### src/signed_remainder_cfg.svh
// word widths and step count for the signed remainder unit
// the internal data path is one bit wider than the word

`ifndef SIGNED_REMAINDER_CFG_SVH
`define SIGNED_REMAINDER_CFG_SVH

// operand and remainder width
`define SR_WORD_WIDTH 8

// extra bit so the most negative dividend can reach zero
`define SR_WORD_WIDTH_LONG (`SR_WORD_WIDTH + 1)

// step counter, wide enough to count down from the long width minus one
`define SR_STEPS_WIDTH 4

// counter value at the first calc step
`define SR_STEPS_INITIAL (`SR_WORD_WIDTH_LONG - 1)

`endif
### src/signed_remainder_pkg.sv
// shared types for the signed remainder unit
// sequencer state encoding and add/subtract selection

package signed_remainder_pkg;

    // load -> calc -> done -> load
    // 2'b01 is never reached
    typedef enum logic [1:0] {
        STATE_LOAD = 2'b00,
        STATE_CALC = 2'b10,
        STATE_DONE = 2'b11
    } seq_state_e;

    // how the increment is applied to the remainder
    typedef enum logic {
        OP_ADD = 1'b0,
        OP_SUB = 1'b1
    } step_op_e;

endpackage

### src/signed_remainder.sv
// signed_remainder: iterative truncating signed remainder
// sequencer, operand loader and step unit wired together

`timescale 1ns/100ps

`include "signed_remainder_cfg.svh"

module signed_remainder
    import signed_remainder_pkg::*;
(
    input  logic                        clock,
    input  logic                        rst_n,
    input  logic                        input_valid,
    output logic                        input_ready,
    input  logic [`SR_WORD_WIDTH-1:0]   dividend,
    input  logic [`SR_WORD_WIDTH-1:0]   divisor,
    output logic                        output_valid,
    input  logic                        output_ready,
    output logic [`SR_WORD_WIDTH-1:0]   remainder,
    output logic                        divide_by_zero
);

    // sequencer controls
    logic load_inputs;
    logic step_en;
    logic first_step;

    // operand state toward the step unit
    logic [`SR_WORD_WIDTH_LONG-1:0] dividend_long;
    logic [`SR_WORD_WIDTH_LONG-1:0] divisor_shift;
    logic [`SR_WORD_WIDTH_LONG-1:0] remainder_increment;
    logic                           dividend_sign;
    logic                           increment_valid;
    step_op_e                       step_op;

    division_sequencer u_sequencer (
        .clock        (clock),
        .rst_n        (rst_n),
        .input_valid  (input_valid),
        .output_ready (output_ready),
        .input_ready  (input_ready),
        .output_valid (output_valid),
        .load_inputs  (load_inputs),
        .step_en      (step_en),
        .first_step   (first_step)
    );

    // divisor sign is only used inside the loader
    operand_loader u_loader (
        .clock               (clock),
        .rst_n               (rst_n),
        .dividend            (dividend),
        .divisor             (divisor),
        .load_inputs         (load_inputs),
        .step_en             (step_en),
        .dividend_long       (dividend_long),
        .dividend_sign       (dividend_sign),
        .divisor_sign        (),
        .divisor_shift       (divisor_shift),
        .remainder_increment (remainder_increment),
        .increment_valid     (increment_valid),
        .step_op             (step_op)
    );

    remainder_step u_step (
        .clock               (clock),
        .rst_n               (rst_n),
        .load_inputs         (load_inputs),
        .step_en             (step_en),
        .first_step          (first_step),
        .dividend_long       (dividend_long),
        .dividend_sign       (dividend_sign),
        .divisor_shift       (divisor_shift),
        .remainder_increment (remainder_increment),
        .increment_valid     (increment_valid),
        .step_op             (step_op),
        .remainder           (remainder),
        .divide_by_zero      (divide_by_zero)
    );

endmodule

### src/division_sequencer.sv
// division_sequencer: load/calc/done FSM, step counter,
// and the input and output ready/valid handshakes

`timescale 1ns/100ps

`include "signed_remainder_cfg.svh"

module division_sequencer
    import signed_remainder_pkg::*;
(
    input  logic clock,
    input  logic rst_n,
    input  logic input_valid,
    input  logic output_ready,
    output logic input_ready,
    output logic output_valid,
    output logic load_inputs,
    output logic step_en,
    output logic first_step
);

    localparam logic [`SR_STEPS_WIDTH-1:0] STEPS_INITIAL =
        `SR_STEPS_WIDTH'(`SR_STEPS_INITIAL);

    seq_state_e                  state;
    seq_state_e                  state_next;
    logic [`SR_STEPS_WIDTH-1:0]  step_count;
    logic                        last_step;
    logic                        read_outputs;

    // ready and valid come from state only
    assign input_ready  = (state == STATE_LOAD);
    assign output_valid = (state == STATE_DONE);

    // handshake and step events
    assign load_inputs  = input_ready && input_valid;
    assign read_outputs = output_valid && output_ready;
    assign step_en      = (state == STATE_CALC);
    assign first_step   = step_en && (step_count == STEPS_INITIAL);
    assign last_step    = step_en && (step_count == '0);

    always_comb begin
        state_next = state;
        case (state)
            STATE_LOAD: if (load_inputs)  state_next = STATE_CALC;
            STATE_CALC: if (last_step)    state_next = STATE_DONE;
            STATE_DONE: if (read_outputs) state_next = STATE_LOAD;
            default:                      state_next = STATE_LOAD;
        endcase
    end

    always_ff @(posedge clock) begin
        if (!rst_n) begin
            state <= STATE_LOAD;
        end else begin
            state <= state_next;
        end
    end

    // one count per calc cycle, long-width steps in total
    always_ff @(posedge clock) begin
        if (!rst_n) begin
            step_count <= STEPS_INITIAL;
        end else if (load_inputs) begin
            step_count <= STEPS_INITIAL;
        end else if (step_en && !last_step) begin
            step_count <= step_count - 1'b1;
        end
    end

    // calc phase ends exactly long-width steps after the load
    assert property (@(posedge clock) disable iff (!rst_n)
        last_step |-> $past(load_inputs, `SR_WORD_WIDTH_LONG));

endmodule

### src/remainder_step.sv
// remainder_step: one add/subtract step per cycle on the long remainder,
// step acceptance, and the divide_by_zero flag

`timescale 1ns/100ps

`include "signed_remainder_cfg.svh"

module remainder_step
    import signed_remainder_pkg::*;
(
    input  logic                            clock,
    input  logic                            rst_n,
    input  logic                            load_inputs,
    input  logic                            step_en,
    input  logic                            first_step,
    input  logic [`SR_WORD_WIDTH_LONG-1:0]  dividend_long,
    input  logic                            dividend_sign,
    input  logic [`SR_WORD_WIDTH_LONG-1:0]  divisor_shift,
    input  logic [`SR_WORD_WIDTH_LONG-1:0]  remainder_increment,
    input  logic                            increment_valid,
    input  step_op_e                        step_op,
    output logic [`SR_WORD_WIDTH-1:0]       remainder,
    output logic                            divide_by_zero
);

    localparam int LW = `SR_WORD_WIDTH_LONG;

    logic [LW-1:0] remainder_long;
    logic [LW-1:0] candidate;
    logic          operand_sign;
    logic          candidate_overflow;
    logic          step_accept;
    logic          divisor_is_zero;

    // single combinational add or subtract
    assign candidate = (step_op == OP_SUB) ? (remainder_long - remainder_increment)
                                           : (remainder_long + remainder_increment);

    // sign of the second operand as the adder sees it
    assign operand_sign = (step_op == OP_SUB) ? ~remainder_increment[LW-1]
                                              : remainder_increment[LW-1];

    // two's complement overflow: like signs in, different sign out
    assign candidate_overflow = (remainder_long[LW-1] == operand_sign) &&
                                (candidate[LW-1] != remainder_long[LW-1]);

    // keep the step only if it lands on zero or stays on the dividend's side
    assign step_accept = increment_valid &&
                         ((candidate == '0) ||
                          ((candidate[LW-1] == dividend_sign) && !candidate_overflow));

    // remainder starts as the dividend and shrinks toward zero
    always_ff @(posedge clock) begin
        if (load_inputs) begin
            remainder_long <= dividend_long;
        end else if (step_en && step_accept) begin
            remainder_long <= candidate;
        end
    end

    // the extra bit is only needed internally
    assign remainder = remainder_long[`SR_WORD_WIDTH-1:0];

    // undo the load-time shift to recover the original divisor
    assign divisor_is_zero =
        ({divisor_shift[`SR_WORD_WIDTH-1:0], remainder_increment[LW-1]} == '0);

    always_ff @(posedge clock) begin
        if (!rst_n) begin
            divide_by_zero <= 1'b0;
        end else if (first_step) begin
            divide_by_zero <= divisor_is_zero;
        end
    end

    // never crosses zero during the calc phase
    assert property (@(posedge clock) disable iff (!rst_n)
        step_en |-> (remainder_long == '0) || (remainder_long[LW-1] == dividend_sign));

endmodule

### src/operand_loader.sv
// operand_loader: extends dividend and divisor, keeps their initial signs,
// and shifts the divisor one bit per step into the remainder increment

`timescale 1ns/100ps

`include "signed_remainder_cfg.svh"

module operand_loader
    import signed_remainder_pkg::*;
(
    input  logic                            clock,
    input  logic                            rst_n,
    input  logic [`SR_WORD_WIDTH-1:0]       dividend,
    input  logic [`SR_WORD_WIDTH-1:0]       divisor,
    input  logic                            load_inputs,
    input  logic                            step_en,
    output logic [`SR_WORD_WIDTH_LONG-1:0]  dividend_long,
    output logic                            dividend_sign,
    output logic                            divisor_sign,
    output logic [`SR_WORD_WIDTH_LONG-1:0]  divisor_shift,
    output logic [`SR_WORD_WIDTH_LONG-1:0]  remainder_increment,
    output logic                            increment_valid,
    output step_op_e                        step_op
);

    localparam int LW = `SR_WORD_WIDTH_LONG;

    logic [LW-1:0] divisor_long;
    logic          divisor_all_sign;

    // sign extension to the long width
    assign dividend_long = {dividend[`SR_WORD_WIDTH-1], dividend};
    assign divisor_long  = {divisor[`SR_WORD_WIDTH-1], divisor};

    // initial signs, taken once per division
    always_ff @(posedge clock) begin
        if (!rst_n) begin
            dividend_sign <= 1'b0;
            divisor_sign  <= 1'b0;
        end else if (load_inputs) begin
            dividend_sign <= dividend_long[LW-1];
            divisor_sign  <= divisor_long[LW-1];
        end
    end

    // divisor lsb moves into the increment msb on every step
    // the load already does the first shift
    always_ff @(posedge clock) begin
        if (load_inputs) begin
            divisor_shift       <= {divisor_long[LW-1], divisor_long[LW-1:1]};
            remainder_increment <= {divisor_long[0], {(LW-1){1'b0}}};
        end else if (step_en) begin
            // arithmetic shift done by hand, sign bit replicated
            divisor_shift       <= {divisor_shift[LW-1], divisor_shift[LW-1:1]};
            remainder_increment <= {divisor_shift[0], remainder_increment[LW-1:1]};
        end
    end

    // non-sign bits left in the divisor mean the increment is incomplete
    assign divisor_all_sign = divisor_sign ? (divisor_shift == '1) : (divisor_shift == '0);

    // increment is a usable multiple only once its sign agrees too
    assign increment_valid = divisor_all_sign &&
                             (remainder_increment[LW-1] == divisor_sign);

    // same signs: subtract to head toward zero, otherwise add
    assign step_op = (divisor_sign == dividend_sign) ? OP_SUB : OP_ADD;

    // signs must hold for the whole calc phase
    assert property (@(posedge clock) disable iff (!rst_n)
        step_en |=> $stable(dividend_sign) && $stable(divisor_sign));

endmodule

### config.mk
export PLATFORM = sky130hd
export DESIGN_NAME = signed_remainder
export DESIGN_NICKNAME = d
export VERILOG_FILES = /design/src/signed_remainder_pkg.sv /design/src/signed_remainder.sv /design/src/division_sequencer.sv /design/src/remainder_step.sv /design/src/operand_loader.sv
export VERILOG_INCLUDE_DIRS = /design/src /design/src/src
export SDC_FILE = /design/constraint.sdc
export NUM_CORES = 1
export LEC_CHECK = 0
export BUFFER_PORTS_ARGS = -buffer_cell sky130_fd_sc_hd__buf_2
export CAP_MARGIN = 5
export CORE_MARGIN = 2
export CORE_UTILIZATION = 35
export CTS_CLUSTER_DIAMETER = 100
export DETAILED_ROUTE_END_ITERATION = 8
export GPL_TIMING_DRIVEN = 0
export PLACE_DENSITY = 0.57
export SYNTH_ARGS = -nofsm -noshare
export SYNTH_HDL_FRONTEND = slang
export SYNTH_SLANG_ARGS = --single-unit
export TNS_END_PERCENT = 100
### constraint.sdc
create_clock -name clock -period 10.45 [get_ports clock]
set_clock_uncertainty 0.15 [all_clocks]
set_input_delay 1.5675 -clock clock [delete_from_list [all_inputs] [get_ports clock]]
set_output_delay 1.5675 -clock clock [all_outputs]
set_load 0.05 [all_outputs]
==> reports/results.ini, run 1 <==
[clock_tree]
ctsRootBufferMaster=clkbuf_8
clk_pin_slew_ns=0.08
clock_latency_ns=0.29
h-tree-depth=2
cts_tree=yes
clock_sinks=36
cts.repair.resized=0
numCtsBuffers=5
cts_setup_buffers=0
cts_hold_buf=0
clk_path_buf_depth=2

[power]
ir_drop_mv=0.0834
p_leak_uw=0.00104
pwr_density_cell_mw_per_mm2=159

[yosys]
synth_edf_count=19
synth_nets=282
async_reset_ff_share_pct=0
syn_area_mm2=0.00223
yosys.area.top_type=edfxtp_1
ys.flop_type=edfxtp_1
post-synth-top-count-cell=nand2_1
synth_area_per_cell_um2=8.87
synth_top_area_share_pct=25.6
yosys_warnings=0
synth_common_cells=61 x nand2_1, 19 x a21oi_1, 19 x edfxtp_1, 17 x dfxtp_1, 17 x nor2_1
yosysSeqAreaShare_pct=40.9
ys_ff_latch=36
synth.area.top_cells=edfxtp_1 26%, dfxtp_1 15%, nand2_1 10%
netlist_instances=251
ys_types=49

[sta]
slew_violations=0
rsz0062_at_grt=no
finalCriticalPeriod_ns=3.97
fin_crit_sh_pct=38.0
fmax_mhz=252
hold_slack_ns=0.345
setup_viol=0
slew_headroom_pct=43.9
tightest_slew_ns=0.836
hold_violations=0
tns_ns=0

[place]
port_buffers=30
place.gp.congestion=0.763
detailed_place_hpwl_um=3620

[global_routing]
antenna_found_initial=0
grt_pass1_vias=1795
overflow=0
grt_pass1_wl_um=8380
grt_start_max_net_pins=13
grt_use_total_pct=14.7

[critical_path]
cp_data_arrival_time_ns=3.74
worst-path-max-fanout=9
cp-end-kind=flip-flop
worstSetupPathType=reg -> reg
crit_slowest_cell=o21ai_1
cp_top_family=compound AO/OA/AOI/OAI gates
path_cells=inv_1, ha_1, a21oi_1, xnor2_1, ha_1, a21o_1, a221oi_1, o21ai_0, xnor2_1, a2bb2o_1, o21ai_1
cp_slowest_stage_delay_ns=0.66
worstSetupStartpointType=flip-flop
worst_ep_required_time_ns=10.22
cp_num_buf_inv=1

[floorplan]
ioPinCount=31
initial_core_util_pct=35.7
die-height_um=83.7
dieArea_mm2=0.00701
num_rows=29
die_width_um=83.7
core_area_mm2=0.00624

[routing]
ant_nets=0
detail_route.vias_per_cell=4.98
route.detailed.wl_per_inst_um=13.0
drt-pass1-iter-count=4
initialDrtViolationCount=70
drc=0
via_count=1821
wl_um=4740

[cells_and_area]
diodes=0
areaGrowthSynthToFinish_pct=16.1
fill_cells=659
drive_gt1_share_pct=20.8
ff_latch_area_um2=911
multi_input_area_mm2=0.00116
layout.nets=319

[run_status]
run_status=complete, no violations

[flow_run]
max-cap-violations=0

[hold_path]
hold_class=reg -> reg

==> sequential cells by signal, summed over array words and instances (netlist names) <==
| name | cells |
|---|---|
| u_step.divide_by_zero | 1 |
| u_loader.divisor_shift | 9 |
| u_loader.divisor_sign | 1 |
| u_step.remainder_long | 9 |
| u_sequencer.step_count | 4 |
| u_loader.dividend_sign | 1 |
| u_loader.remainder_increment | 9 |
| u_sequencer.state | 2 |
==> worst reg2reg max path, cell delays in order, from the launching register on <==
cell and delay, ns:
dfxtp_1 0.44, inv_1 0.09, ha_1 0.24, a21oi_1 0.17, xnor2_1 0.16, ha_1 0.31, a21o_1 0.23, a221oi_1 0.49
o21ai_0 0.20, xnor2_1 0.20, a2bb2o_1 0.28, o21ai_1 0.66
==> layout by cell type, fill, tap and decap left out, types with 6 or more instances in the layout <==
cell type / n
xnor2_1: 13
buf_4: 8
ha_1: 10
nand2_1: 61
buf_2: 31
a21oi_1: 19
nor3_1: 6
edfxtp_1: 19
inv_1: 13
nor2_1: 17
dfxtp_1: 17
==> cells by family (layout without fill, tap and decap cells) <==
family | Yosys count | after routing | share of synthesized area (%)
and+or+nand+nor | 112 | 112 | 24.1
AOI/OAI and AO/OA | 43 | 43 | 12.8
DFF | 36 | 36 | 40.9
buffers and inverters | 29 | 67 | 6.97
xor gates and xnor gates | 15 | 15 | 6.24
adders and majority gates | 11 | 11 | 6.52
muxes | 5 | 5 | 2.47
==> routing by layer <==
layer	track usage (%)	vias to the layer above	wire length, um
li1	-	934	-
met5	0	-	0
met3	2.77	4	192
met4	4.40	0	32
met2	24.4	37	2290
met1	19.4	846	2230
==> power by group <==
group / leakage, uW / switching, uW / internal, uW
Sequential: 0.000325 / 11.0 / 166
Combinational: 0.000657 / 65.5 / 45.8
Clock: 0.0000541 / 53.1 / 70.6
Total: 0.00104 / 130 / 282
==> through the flow <==
stage	utilization, %	power, uW	std cells	cell area (um2)	setup WS [ns]
after floorplan	-	265	251	2230	7.10
after global placement	39.6	290	358	2470	6.50
after detailed placement	39.6	292	358	2470	6.50
after CTS	41.4	415	366	2580	6.48
after global routing	41.4	437	366	2580	6.21
final	41.4	412	366	2580	6.48
==> worst paths after layout <==
kind / depth (start not counted) / slack [ns] / endpoint / startpoint
max: 11 / 6.48 / u_step.remainder_long[2] / u_loader.remainder_increment[1]
min: 2 / 0.35 / u_loader.remainder_increment[6] / u_loader.remainder_increment[7]
max reg2reg: 11 / 6.48 / u_step.remainder_long[2] / u_loader.remainder_increment[1]
min reg2reg: 2 / 0.35 / u_loader.remainder_increment[6] / u_loader.remainder_increment[7]
==> final cells by class <==
class                      count  area share (%)
timing repair buffer          30            5.81
sequential                    36            35.3
buffer                        16            4.12
inverter                      13            1.89
clock buffer                   5            2.66
tap                           77            3.73
multi-input combinational    186            44.9
clock inverter                 3            1.65
Power figures use the tool's default switching activity.
==> run 2: changes to the inputs <==
==> constraint.sdc (replaced) <==
create_clock -name clock -period 3.9 [get_ports clock]
set_clock_uncertainty 0.15 [all_clocks]
set_input_delay 0.585 -clock clock [delete_from_list [all_inputs] [get_ports clock]]
set_output_delay 0.585 -clock clock [all_outputs]
set_load 0.05 [all_outputs]
==> reports/results.ini, run 2 (same netlist as run 1, synthesis figures left out) <==
[clock_tree]
cts.repair.resized=1  ; was 0
cts_hold_buf=0  ; unchanged
clk_path_buf_depth=2  ; unchanged
h-tree-depth=2  ; unchanged
ctsRootBufferMaster=clkbuf_8  ; unchanged
cts_setup_buffers=0  ; unchanged
clock_latency_ns=0.29  ; about the same
numCtsBuffers=5  ; unchanged
cts_tree=yes  ; unchanged
clock_sinks=36  ; unchanged
clk_pin_slew_ns=0.08  ; about the same

[critical_path]
reg2reg_from=u_loader.remainder_increment[1]  ; unchanged
r2r-end=u_step.remainder_long[3]  ; was u_step.remainder_long[2]
cp-end-kind=flip-flop  ; unchanged
path_cells=inv_1, ha_1, a21oi_1, xnor2_1, ha_1, a21o_1, a221oi_1, o21ai_0, xnor2_1, a2bb2o_1, o21ai_4  ; was inv_1, ha_1, a21oi_1, xnor2_1, ha_1, a21o_1, a221oi_1, o21ai_0, xnor2_1, a2bb2o_1, o21ai_1
cp_data_arrival_time_ns=3.43  ; was 3.74 ns
worst-path-max-fanout=9  ; unchanged
worstSetupStartpointType=flip-flop  ; unchanged
worstSetupPathType=reg -> reg  ; unchanged
crit_slowest_cell=a221oi_1  ; was o21ai_1
startpoint=u_loader.remainder_increment[1]  ; unchanged
worst_r2r_path_depth=11  ; unchanged
regToRegSetupSlack_ns=0.28  ; was 6.48 ns
cp-endpoint=u_step.remainder_long[3]  ; was u_step.remainder_long[2]
cp_slowest_stage_delay_ns=0.49  ; was 0.66 ns
worst_ep_required_time_ns=3.71  ; was 10.22 ns

[power]
ir_drop_mv=0.224  ; was 0.0834 mV
pwr_density_cell_mw_per_mm2=426  ; was 159 mW/mm2
p_leak_uw=0.00104  ; about the same

[global_routing]
antenna_found_initial=0  ; unchanged
grt_pass1_wl_um=8390  ; was 8380 um
overflow=0  ; unchanged
grt_pass1_vias=1793  ; was 1795
grt_start_max_net_pins=13  ; unchanged
grt_use_total_pct=14.7  ; about the same

[hold_path]
min_path_cells=2  ; unchanged
hold_class=reg -> reg  ; unchanged

[cells_and_area]
mostFrequentLayoutCells=61 x nand2_1, 31 x buf_2, 19 x a21oi_1, 19 x edfxtp_1  ; unchanged
largestRegisters=u_loader.divisor_shift: 9 flops, u_loader.remainder_increment: 9 flops, u_step.remainder_long: 9 flops  ; unchanged
layout.nets=319  ; unchanged
diodes=0  ; unchanged
final_common_cell=nand2_1  ; unchanged
final_cells=366  ; unchanged
areaGrowthSynthToFinish_pct=16.6  ; was 16.1%
fill_cells=658  ; was 659
multi_input_area_mm2=0.00117  ; was 0.00116 mm2
ff_latch_area_um2=911  ; unchanged
fin_area_mm2=0.00259  ; was 0.00258 mm2
drive_gt1_share_pct=21.1  ; was 20.8%

[routing]
initialDrtViolationCount=89  ; was 70
wl_um=4740  ; about the same
drt-pass1-iter-count=4  ; unchanged
detail_route.vias_per_cell=4.95  ; was 4.98
ant_nets=0  ; unchanged
route.detailed.wl_per_inst_um=13.0  ; about the same
via_count=1810  ; was 1821
drc=0  ; unchanged

[floorplan]
die_width_um=83.7  ; unchanged
num_rows=29  ; unchanged
core_area_mm2=0.00624  ; unchanged
ioPinCount=31  ; unchanged
die-height_um=83.7  ; unchanged
dieArea_mm2=0.00701  ; unchanged
initial_core_util_pct=35.7  ; unchanged

[flow_run]
max-cap-violations=0  ; unchanged

[sta]
rsz0062_at_grt=no  ; unchanged
tns_ns=0  ; unchanged
slew_violations=0  ; unchanged
fmax_mhz=277  ; was 252 MHz
tightest_slew_ns=0.509  ; was 0.836 ns
hold_violations=0  ; unchanged
finalCriticalPeriod_ns=3.62  ; was 3.97 ns
slew_headroom_pct=66.1  ; was 43.9%
fin_crit_sh_pct=92.7  ; was 38.0%
setup_viol=0  ; unchanged
hold_slack_ns=0.346  ; was 0.345 ns

[place]
place.gp.congestion=0.763  ; unchanged
dpl.cell_count=358  ; unchanged
detailed_place_hpwl_um=3620  ; unchanged
place_area_mm2=0.00247  ; unchanged
port_buffers=30  ; unchanged

[run_status]
run_status=complete, no violations  ; unchanged

==> run 2: cell types whose count changed in the layout (fill, tap and decap cells not counted) <==
cell / previous run / this run
o21ai_1: 4 / 3
o21ai_4: 0 / 1
==> run 2: routing by layer <==
layer / part of all wire [%] / wire, um / global-route usage [%]
met2: 49 / 2310 / 24.4
met4: 1.1 / 53 / 4.40
met1: 46 / 2200 / 19.5
met5: 0 / 0 / 0
met3: 3.8 / 180 / 2.77
==> run 2: per-stage QoR <==
stage,power [uW],worst slack (ns),utilization (%)
after floorplan,711,0.547,-
after global placement,778,-0.0456,39.6
after detailed placement,782,-0.0495,39.6
after CTS,1110,0.187,41.5
after global routing,1170,0.0677,41.6
final,1110,0.285,41.6
==> run 2: critical path, delay by kind of cell, from the launching register on <==
family,cells,cell delay (ns)
AOI/OAI and AO/OA,6,1.71
buffers and inverters,1,0.09
DFF,1,0.44
adders and majority gates,2,0.55
xor gates and xnor gates,2,0.36
==> run 2: worst min-delay path by stage <==
stage,startpoint,end
6_report,u_loader.remainder_increment[7],u_loader.remainder_increment[6]
5_1_grt,u_loader.remainder_increment[7],u_loader.remainder_increment[6]
4_1_cts,u_loader.remainder_increment[7],u_loader.remainder_increment[6]
3_5_place_dp,u_loader.remainder_increment[7],u_loader.remainder_increment[6]
3_3_place_gp,u_loader.remainder_increment[7],u_loader.remainder_increment[6]
2_1_floorplan,u_sequencer.state[1],u_sequencer.state[0]
==> run 2: power by group <==
part	switching, uW	internal (uW)	leakage, uW
registers	29.6	444	0.000325
logic	179	124	0.000659
clock network	140	189	0.0000541
total	349	757	0.00104
==> run 2: cell type report <==
type                       count  area share (%)
clock inverter                 3            1.64
inverter                      13            1.88
sequential                    36            35.1
tap                           77            3.71
timing repair buffer          30            5.79
multi-input combinational    186            45.1
clock buffer                   5            2.65
buffer                        16            4.10
